[src/hw/memu_pkg.sv]
// shared types for the memory-access stage
// width typedefs, operation and state enums
// SRAM size and wait-state constants

package memu_pkg;

	// data and address widths
	typedef logic [31:0] word_t;
	typedef logic [31:0] addr_t;
	typedef logic [4:0]  reg_addr_t;
	typedef logic [3:0]  strb_t;

	// access kind from execute
	typedef enum logic [1:0] {
		op_none  = 2'd0,
		op_read  = 2'd1,
		op_write = 2'd2
	} mem_op_t;

	// load forms
	typedef enum logic [2:0] {
		ld_lb  = 3'd0,
		ld_lbu = 3'd1,
		ld_lh  = 3'd2,
		ld_lhu = 3'd3,
		ld_lw  = 3'd4
	} load_kind_t;

	// store forms
	typedef enum logic [1:0] {
		sz_sb = 2'd0,
		sz_sh = 2'd1,
		sz_sw = 2'd2
	} store_size_t;

	// stage FSM
	typedef enum logic [2:0] {
		s_idle, s_lock, s_read_addr, s_read_data, s_write_addr, s_write_resp, s_send
	} memu_state_t;

	// SRAM geometry, 256 words wraps above 1 KB
	localparam int SRAM_WORDS      = 256;
	localparam int SRAM_INDEX_BITS = $clog2(SRAM_WORDS);

	// wait states, counted in cycles
	localparam int SRAM_READ_LATENCY  = 2;
	localparam int SRAM_WRITE_LATENCY = 1;
	localparam int WAIT_COUNT_BITS    = 2;

endpackage

[src/hw/load_extend.sv]
// read-word lane select for loads
// byte and halfword sign or zero extension

`timescale 1ns/10ps

module load_extend import memu_pkg::*; (
	input  word_t      rdata,
	input  logic [1:0] addr_suffix,
	input  load_kind_t load_kind,
	output word_t      value
);

	word_t shifted;

	// addressed lane moved down to bit 0
	assign shifted = rdata >> {addr_suffix, 3'b000};

	always_comb begin
		case (load_kind)
			ld_lb:   value = {{24{shifted[7]}}, shifted[7:0]};
			ld_lbu:  value = {24'h0, shifted[7:0]};
			ld_lh:   value = {{16{shifted[15]}}, shifted[15:0]};
			ld_lhu:  value = {16'h0, shifted[15:0]};
			// lw is always word aligned
			default: value = rdata;
		endcase
	end

endmodule

[src/hw/memu.sv]
// memory-access stage of the in-order core
// latches one instruction, runs one AXI-Lite read or write,
// hands the result to write-back

`timescale 1ns/10ps

module memu import memu_pkg::*; (
	input  logic        clk,
	input  logic        reset,

	// from execute
	input  logic        in_valid,
	output logic        in_ready,
	input  mem_op_t     op,
	input  addr_t       pc,
	input  word_t       alu_result,
	input  word_t       store_data,
	input  load_kind_t  load_kind,
	input  store_size_t store_size,
	input  logic        rd_write,
	input  reg_addr_t   rd_addr,

	// to write-back
	output logic        out_valid,
	input  logic        out_ready,
	output addr_t       pc_w,
	output word_t       alu_result_w,
	output logic        rd_write_w,
	output reg_addr_t   rd_addr_w,
	output word_t       load_data,
	output logic        is_load,

	// read channels
	output addr_t       araddr,
	output logic        arvalid,
	input  logic        arready,
	input  word_t       rdata,
	input  logic        rvalid,
	output logic        rready,

	// write channels
	output addr_t       awaddr,
	output logic        awvalid,
	input  logic        awready,
	output word_t       wdata,
	output strb_t       wstrb,
	output logic        wvalid,
	input  logic        wready,
	input  logic        bvalid,
	output logic        bready
);

	memu_state_t state;

	// latched instruction
	mem_op_t     op_r;
	addr_t       pc_r;
	word_t       alu_result_r;
	word_t       store_data_r;
	load_kind_t  load_kind_r;
	store_size_t store_size_r;
	logic        rd_write_r;
	reg_addr_t   rd_addr_r;
	word_t       load_data_r;

	logic        accept;
	logic [1:0]  addr_suffix;
	word_t       extended;

	assign in_ready    = (state == s_idle);
	assign out_valid   = (state == s_send);
	assign accept      = in_valid && in_ready;
	assign addr_suffix = alu_result_r[1:0];

	// the address is the alu result and stays put while busy
	assign araddr = alu_result_r;
	assign awaddr = alu_result_r;

	load_extend u_load_extend (
		.rdata       (rdata),
		.addr_suffix (addr_suffix),
		.load_kind   (load_kind_r),
		.value       (extended)
	);

	always_ff @(posedge clk) begin
		if (reset) begin
			state   <= s_idle;
			op_r    <= op_none;
			arvalid <= 1'b0;
			rready  <= 1'b0;
			awvalid <= 1'b0;
			wvalid  <= 1'b0;
			bready  <= 1'b0;
		end else begin
			case (state)
				s_idle: begin
					if (accept) begin
						op_r  <= op;
						state <= (op == op_none) ? s_send : s_lock;
					end
				end
				s_lock: begin
					if (op_r == op_read) begin
						arvalid <= 1'b1;
						state   <= s_read_addr;
					end else begin
						awvalid <= 1'b1;
						wvalid  <= 1'b1;
						state   <= s_write_addr;
					end
				end
				s_read_addr: begin
					if (arready) begin
						arvalid <= 1'b0;
						rready  <= 1'b1;
						state   <= s_read_data;
					end
				end
				s_read_data: begin
					if (rvalid) begin
						rready <= 1'b0;
						state  <= s_send;
					end
				end
				s_write_addr: begin
					// slave raises both readies in the same cycle
					if (awready && wready) begin
						awvalid <= 1'b0;
						wvalid  <= 1'b0;
						bready  <= 1'b1;
						state   <= s_write_resp;
					end
				end
				s_write_resp: begin
					if (bvalid) begin
						bready <= 1'b0;
						state  <= s_send;
					end
				end
				s_send: begin
					if (out_ready)
						state <= s_idle;
				end
				default: state <= s_idle;
			endcase
		end
	end

	always_ff @(posedge clk) begin
		if (accept) begin
			pc_r         <= pc;
			alu_result_r <= alu_result;
			store_data_r <= store_data;
			load_kind_r  <= load_kind;
			store_size_r <= store_size;
			rd_write_r   <= rd_write;
			rd_addr_r    <= rd_addr;
			load_data_r  <= '0;
		end
		// store data moved onto its byte lanes
		if (state == s_lock) begin
			wdata <= store_data_r << {addr_suffix, 3'b000};
			case (store_size_r)
				sz_sb:   wstrb <= 4'b0001 << addr_suffix;
				sz_sh:   wstrb <= 4'b0011 << addr_suffix;
				default: wstrb <= 4'b1111;
			endcase
		end
		if (state == s_read_data && rvalid)
			load_data_r <= extended;
	end

	assign pc_w         = pc_r;
	assign alu_result_w = alu_result_r;
	assign rd_write_w   = rd_write_r;
	assign rd_addr_w    = rd_addr_r;
	assign load_data    = load_data_r;
	assign is_load      = (op_r == op_read);

endmodule

[config.mk]
export PLATFORM = sky130hd
export DESIGN_NAME = memu
export DESIGN_NICKNAME = d
export VERILOG_FILES = /design/src/hw/memu_pkg.sv /design/src/hw/load_extend.sv /design/src/hw/memu.sv
export SDC_FILE = /design/constraint.sdc
export NUM_CORES = 1
export LEC_CHECK = 0
export BUFFER_PORTS_ARGS = -buffer_cell sky130_fd_sc_hd__clkbuf_2
export CAP_MARGIN = 30
export CORE_AREA = 2 2 141 143
export CTS_BUF_LIST = sky130_fd_sc_hd__clkbuf_2 sky130_fd_sc_hd__clkbuf_4 sky130_fd_sc_hd__clkbuf_8
export DETAILED_ROUTE_END_ITERATION = 10
export DIE_AREA = 0 0 143 145
export HOLD_SLACK_MARGIN = 0.08
export PLACE_DENSITY = 0.66
export SLEW_MARGIN = 25
export SYNTH_ARGS = -nofsm -noshare
export SYNTH_HDL_FRONTEND = slang
export SYNTH_SLANG_ARGS = --single-unit
[constraint.sdc]
create_clock -name clk -period 4.9 [get_ports clk]
set_clock_uncertainty 0.2 [all_clocks]
set_input_delay 0.735 -clock clk [delete_from_list [all_inputs] [get_ports clk]]
set_output_delay 0.735 -clock clk [all_outputs]
set_load 0.02 [all_outputs]
==> results.py, run 1 <==
metrics = {
    "critical_path": {
        "reg2reg_depth": 5,
        "worstPathRequired_ns": 4.84,
        "cp-end-kind": "register",
        "critPathKind": "register to register",
        "startpoint_type": "register",
        "worstPathArrival_ns": 2.81,
        "worstPathMaxFanout": 44,
        "max_stage_delay_ns": 0.48,
        "slowest_stage": "inv_4",
        "path_cells": "nor3_1 > nand2_1 > inv_4 > buf_12 > buf_4",
    },
    "flow_run": {
        "max-cap-violations": 0,
    },
    "pwr": {
        "clockPowerShare_pct": 18.8,
        "powerDensity_mw_per_mm2": 540,
        "seqPwrFrac_pct": 48.3,
        "combPwrFrac_pct": 32.9,
        "p_sw_share_pct": 38.8,
        "p_leak_nw": 4.27,
        "ir_drop_v": 0.000268,
        "intPower_w": 0.00318,
        "p_switching_w": 0.00202,
    },
    "cts": {
        "numCtsBuffers": 17,
        "worstSkewPairLatency_ns": 0.46,
        "cts.sinks": 184,
        "post_cts_buffers": 0,
        "holdBufCountCts": 0,
        "cts-root-buf": "clkbuf_8",
        "cts_max_path_buffers": 2,
        "cts_resized": 0,
        "ctsHtreeMaxLevel": 4,
        "clkTransAtPathRegs_ns": 0.11,
        "cts_tree": "yes",
    },
    "cells_and_area": {
        "drive_gt1_share_pct": 50.1,
        "nNetsFinal": 965,
        "syn_to_final_growth_pct": 25.8,
        "utilization_pct": 50.1,
        "final_cell_area_mm2": 0.00963,
        "fillCellCount": 1680,
        "num_antenna_cells": 0,
    },
    "synthesis": {
        "synth_area_per_cell_um2": 14.7,
        "synth-main-ff-cell": "edfxtp_1",
        "yosysUniqueCellTypes": 40,
        "synthArstFlopShare_pct": 0,
        "synthesis.area_mm2": 0.00765,
        "synth_edf_count": 175,
        "synthCells": 520,
        "yosys_warnings": 0,
        "seq_area_frac_synth_pct": 71.0,
        "synth_nets": 670,
        "ys_ff_latch": 184,
    },
    "timing": {
        "maxSlewViolCount": 0,
        "grt_setup_unrepaired": "no",
        "fin_crit_sh_pct": 58.5,
        "max_slew_margin_pct": 40.0,
        "timing.hold.ws_ns": 0.236,
        "tns_ns": 0,
        "hold_violations": 0,
        "worst_slew_pin_slew_ns": 0.893,
        "setup_violations": 0,
        "max_freq_mhz": 349,
        "min_period_ns": 2.87,
    },
    "grt": {
        "grt_pass1_wl_um": 28400,
        "grt_max_degree": 45,
        "grt_pass1_vias": 4992,
        "grt_overflow": 0,
        "grt_usage_pct": 18.3,
        "antenna_found_initial": 1,
    },
    "floorplanning": {
        "rows": 51,
        "dieArea_mm2": 0.0207,
        "ioPinCount": 360,
        "initial_utilization_pct": 39.8,
        "die_w_um": 143,
        "core_mm2": 0.0192,
        "die_y_um": 145,
    },
    "route": {
        "post-route-drc-count": 0,
        "ant_nets": 0,
        "via_count": 5239,
        "wl_per_cell_um": 17.6,
        "viasPerCell": 4.79,
        "drt_wl_total_um": 19300,
        "drtPass1Iterations": 4,
        "drt_iter0_drc": 360,
    },
    "run_status": {
        "status": "finished, final reports clean",
    },
    "hold_path": {
        "hold-path-cell-count": 1,
        "hold_path.class": "input pin to register",
    },
    "placed_design": {
        "globalplace.congestion": 0.867,
        "placed_area_mm2": 0.00925,
        "dp_hpwl_um": 14300,
        "numPortBuffers": 359,
    },
}
per-stage QoR:
step	cells	setup slack, ns	total power (W)
floorplan	520	0.606	0.00376
global placement	1060	2.02	0.00424
detailed placement	1061	2.00	0.00427
CTS	1093	2.00	0.00525
global route	1093	1.82	0.00545
finish	1093	2.03	0.00520
path summary, 6_finish.rpt:
check / start / endpoint / slack (ns)
worst min register to register: op_r[1]$_SDFFE_PP0P_ / op_r[1]$_SDFFE_PP0P_ / 0.26
worst min-delay path: pc[24] / pc_w[24]$_DFFE_PP_ / 0.24
worst max-delay path: state[1]$_SDFFE_PP0P_ / alu_result_w[2]$_DFFE_PP_ / 2.03
worst max register to register: state[1]$_SDFFE_PP0P_ / alu_result_w[2]$_DFFE_PP_ / 2.03
flip-flops by register name, summed over array words and instances, names as in the netlist, 4 cells and up:
register	cells
rd_addr_w	5
alu_result_w	32
store_data_r	32
pc_w	32
load_data	32
wstrb	4
wdata	32
metal layers:
layer	vias to the layer above	part of all wire (%)	global-route usage, %
met4	2	3.0	8.12
met1	2478	40	22.5
met5	-	0.042	0
met2	269	50	30.6
li1	2451	-	-
met3	39	7.0	4.32
cell usage after synthesis (2+ instances only):
cell | n | share of area, %
buf_1 | 3 | 0.15
and2_1 | 16 | 1.3
nor2_1 | 32 | 1.6
nor2b_1 | 10 | 0.82
buf_2 | 6 | 0.39
a21o_1 | 18 | 1.8
a21oi_1 | 25 | 1.6
nand2_1 | 17 | 0.83
or2_2 | 2 | 0.16
nand2b_1 | 4 | 0.33
nand3_1 | 3 | 0.20
mux2i_1 | 36 | 4.7
nor3b_1 | 2 | 0.20
nor3_1 | 6 | 0.39
o221a_2 | 8 | 1.2
edfxtp_1 | 175 | 69
o21ai_0 | 18 | 1.2
buf_4 | 67 | 6.6
dfxtp_1 | 9 | 2.4
a221oi_1 | 8 | 0.92
a211oi_1 | 9 | 0.88
clkbuf_1 | 13 | 0.64
buf_6 | 2 | 0.29
o21bai_1 | 2 | 0.20
inv_1 | 14 | 0.69
kinds of logic (layout without fill, tap and decap cells):
family	after synthesis	in the layout	share of synthesized area (%)
flip-flops	184	184	71.0
AND/OR/NAND/NOR	99	99	6.70
multiplexers	38	38	5.15
buffers and inverters	105	413	8.73
AO/OA/AOI/OAI	94	94	8.40
critical path, delay by kind of cell (launching register included):
family,cells,cell delay (ns)
buf+inv,3,1.11
flops,1,0.47
simple gates,2,0.69
power groups by stage:
| stage | registers, W | logic [W] | clock network (W) |
|---|---|---|---|
| after floorplan | 0.00286 | 0.000899 | 0 |
| after global placement | 0.00254 | 0.00170 | 0 |
| after detailed placement | 0.00254 | 0.00172 | 0 |
| after CTS | 0.00251 | 0.00173 | 0.00101 |
| after global routing | 0.00256 | 0.00182 | 0.00107 |
| final | 0.00251 | 0.00171 | 0.000979 |
cell usage in the layout, fill, tap and decap left out, types with 2 or more instances in the layout:
master      count
clkbuf_2      359
edfxtp_1      175
mux2i_1        36
nor2_1         32
a21oi_1        25
o21ai_0        18
a21o_1         18
nand2_1        17
clkbuf_8       17
and2_1         16
inv_1          13
nor2b_1        10
a211oi_1        9
dfxtp_1         9
a221oi_1        8
o221a_2         8
buf_4           7
nor3_1          6
inv_8           5
nand2b_1        4
nand3_1         3
clkinv_4        3
or2_2           2
o21bai_1        2
nor3b_2         2
clkinvlp_4      2
inv_6           2
clkbuf_4        2
final cells by class:
class	instances	area (µm²)	area share, %
repair buffers	367	1870	19.4
multi-input cells	231	1560	16.2
clock inverters	13	131	1.36
well taps	265	332	3.44
inverters	14	55.1	0.572
clock buffers	19	249	2.59
flip-flops and latches	184	5440	56.5
No activity file was read; power rests on OpenSTA's default activity.
==> run 2: changes to the inputs <==
CORE_AREA = 2 2 139 141   (was 2 2 141 143)
DIE_AREA = 0 0 141 143   (was 0 0 143 145)
PLACE_DENSITY = 0.71   (was 0.66)
clock period = 2.4 ns   (was 4.9 ns; I/O delays follow)
==> results.py, run 2 (synthesized netlist as in run 1, its figures left out) <==
metrics = {
    "pwr": {
        "total_power_w": 0.0111,
        "powerDensity_mw_per_mm2": 986,
        "ir_drop_v": 0.000543,
        "p_leak_nw": 4.96,
    },
    "critical_path": {
        "path_buf_inv": 2,
        "slowest_stage": "dlygate4sd3_1",
        "worstPathMaxFanout": 13,
        "critical-path-top-delay-family": "buffers and inverters",
        "critPathKind": "register to register",
        "worstPathRequired_ns": 2.62,
        "worstPathArrival_ns": 2.50,
        "critPathLaunch": "state[0]$_SDFFE_PP0P_",
        "cp_common_cell": "dlygate4sd3_1",
        "max_stage_delay_ns": 0.57,
        "worst_r2r_startpoint": "state[0]$_SDFFE_PP0P_",
        "path_cells": "nor3_4 > nand3_1 > dlygate4sd3_1 > a21oi_1 > dlygate4sd3_1",
        "cp-end-kind": "register",
        "startpoint_type": "register",
    },
    "timing": {
        "maxSlewViolCount": 0,
        "max_freq_mhz": 439,
        "timing.hold.ws_ns": 0.131,
        "worst_slew_pin_slew_ns": 0.695,
        "hold_violations": 0,
        "fin_crit_sh_pct": 95.0,
        "max_slew_margin_pct": 53.7,
        "setup_violations": 0,
        "min_period_ns": 2.28,
    },
    "grt": {
        "antenna_found_initial": 1,
        "grt_pass1_wl_um": 33300,
        "grt_pass1_vias": 5923,
        "grt_usage_pct": 22.2,
        "grt_max_degree": 56,
        "grt_overflow": 0,
    },
    "cts": {
        "cts_max_path_buffers": 2,
        "cts.sinks": 184,
        "numCtsBuffers": 17,
        "worstSkewPairLatency_ns": 0.48,
        "cts_tree": "yes",
        "cts-root-buf": "clkbuf_8",
        "ctsHtreeMaxLevel": 4,
        "clkTransAtPathRegs_ns": 0.10,
    },
    "route": {
        "drt_iter0_drc": 353,
        "ant_nets": 0,
        "drt_wl_total_um": 22500,
        "via_count": 6044,
        "drtPass1Iterations": 4,
        "post-route-drc-count": 0,
        "wl_per_cell_um": 18.4,
        "viasPerCell": 4.94,
    },
    "cells_and_area": {
        "nNetsFinal": 1125,
        "mostFrequentLayoutCells": "359 x clkbuf_2, 175 x edfxtp_1, 149 x dlygate4sd3_1",
        "fillCellCount": 1383,
        "utilization_pct": 60.4,
        "syn_to_final_growth_pct": 46.7,
        "drive_gt1_share_pct": 43.5,
        "fin_cells": 1223,
        "layout_commonest_cell": "clkbuf_2",
    },
    "hold_path": {
        "hp-start": "awready",
        "hold_path.class": "input pin to register",
    },
    "floorplanning": {
        "rows": 50,
        "initial_utilization_pct": 41.2,
        "die_y_um": 143,
        "ioPinCount": 360,
        "dieArea_mm2": 0.0202,
        "core_mm2": 0.0186,
        "die_w_um": 141,
    },
    "flow_run": {
        "max-cap-violations": 0,
    },
    "placed_design": {
        "dp_cells": 1040,
        "dp_hpwl_um": 15000,
        "globalplace.congestion": 0.858,
        "numPortBuffers": 359,
    },
    "run_status": {
        "status": "finished, final reports clean",
    },
}
run 2: cell types whose count changed in the layout (fill, tap and decap cells not counted), moves of 2 or more:
cell / previous run / this run
buf_4: 7 / 14
dfxtp_1: 9 / 6
clkbuf_4: 2 / 0
dlygate4sd3_1: 0 / 149
diode_2: 0 / 2
dfxtp_2: 0 / 2
buf_12: 1 / 5
run 2: path summary, 6_finish.rpt:
path                               end  slack (ns)  depth (start not counted)
setup / recovery  op_r[0]$_SDFFE_PP0P_        0.12                          5
hold / removal     wvalid$_SDFFE_PP0P_        0.13                          4
setup reg to reg  op_r[0]$_SDFFE_PP0P_        0.12                          5
hold reg to reg    rready$_SDFFE_PP0P_        0.31                          2
run 2: tightest hold or removal path, stage by stage:
cell	delay (ns)
clkbuf_2	0.09
nand3_1	0.11
a21oi_1	0.16
nor3_1	0.05
run 2: layout make-up:
class	instances	area, µm²	area share, %
Antenna cell	2	5.00	0.0446
Clock buffer	17	234	2.08
Clock inverter	14	133	1.18
Inverter	14	56.3	0.501
Multi-Input combinational cell	231	1580	14.0
Sequential cell	184	5440	48.5
Tap cell	234	293	2.61
Timing Repair Buffer	527	3490	31.1
run 2: where the power goes:
part / total [W] / internal, W / switching, W
combinational: 0.00395 / 0.00137 / 0.00258
clock: 0.00201 / 0.000760 / 0.00125
sequential: 0.00511 / 0.00462 / 0.000487
total: 0.0111 / 0.00675 / 0.00432
run 2: per-stage QoR:
step	setup WS, ns	setup TNS (ns)	cell area, µm²
floorplan	-0.493	-64.92	7700
global placement	0.363	0	9360
detailed placement	0.284	0	9360
CTS	0.0693	0	11200
global route	-0.00566	-0.00566	11200
finish	0.121	0	11200
run 2: metal layers:
metal,track usage (%),wire length [µm]
met1,27.1,8750
met2,38.8,11600
met3,5.13,1630
met4,7.84,546
met5,0,0
run 2: repair_timing:
action / CTS / global route
hold buffers: 149 / 0
setup buffers: 0 / 1
endpoints found under the hold margin: 148 / 0
resized for setup: 0 / 3
setup endpoints to repair: 0 / 3
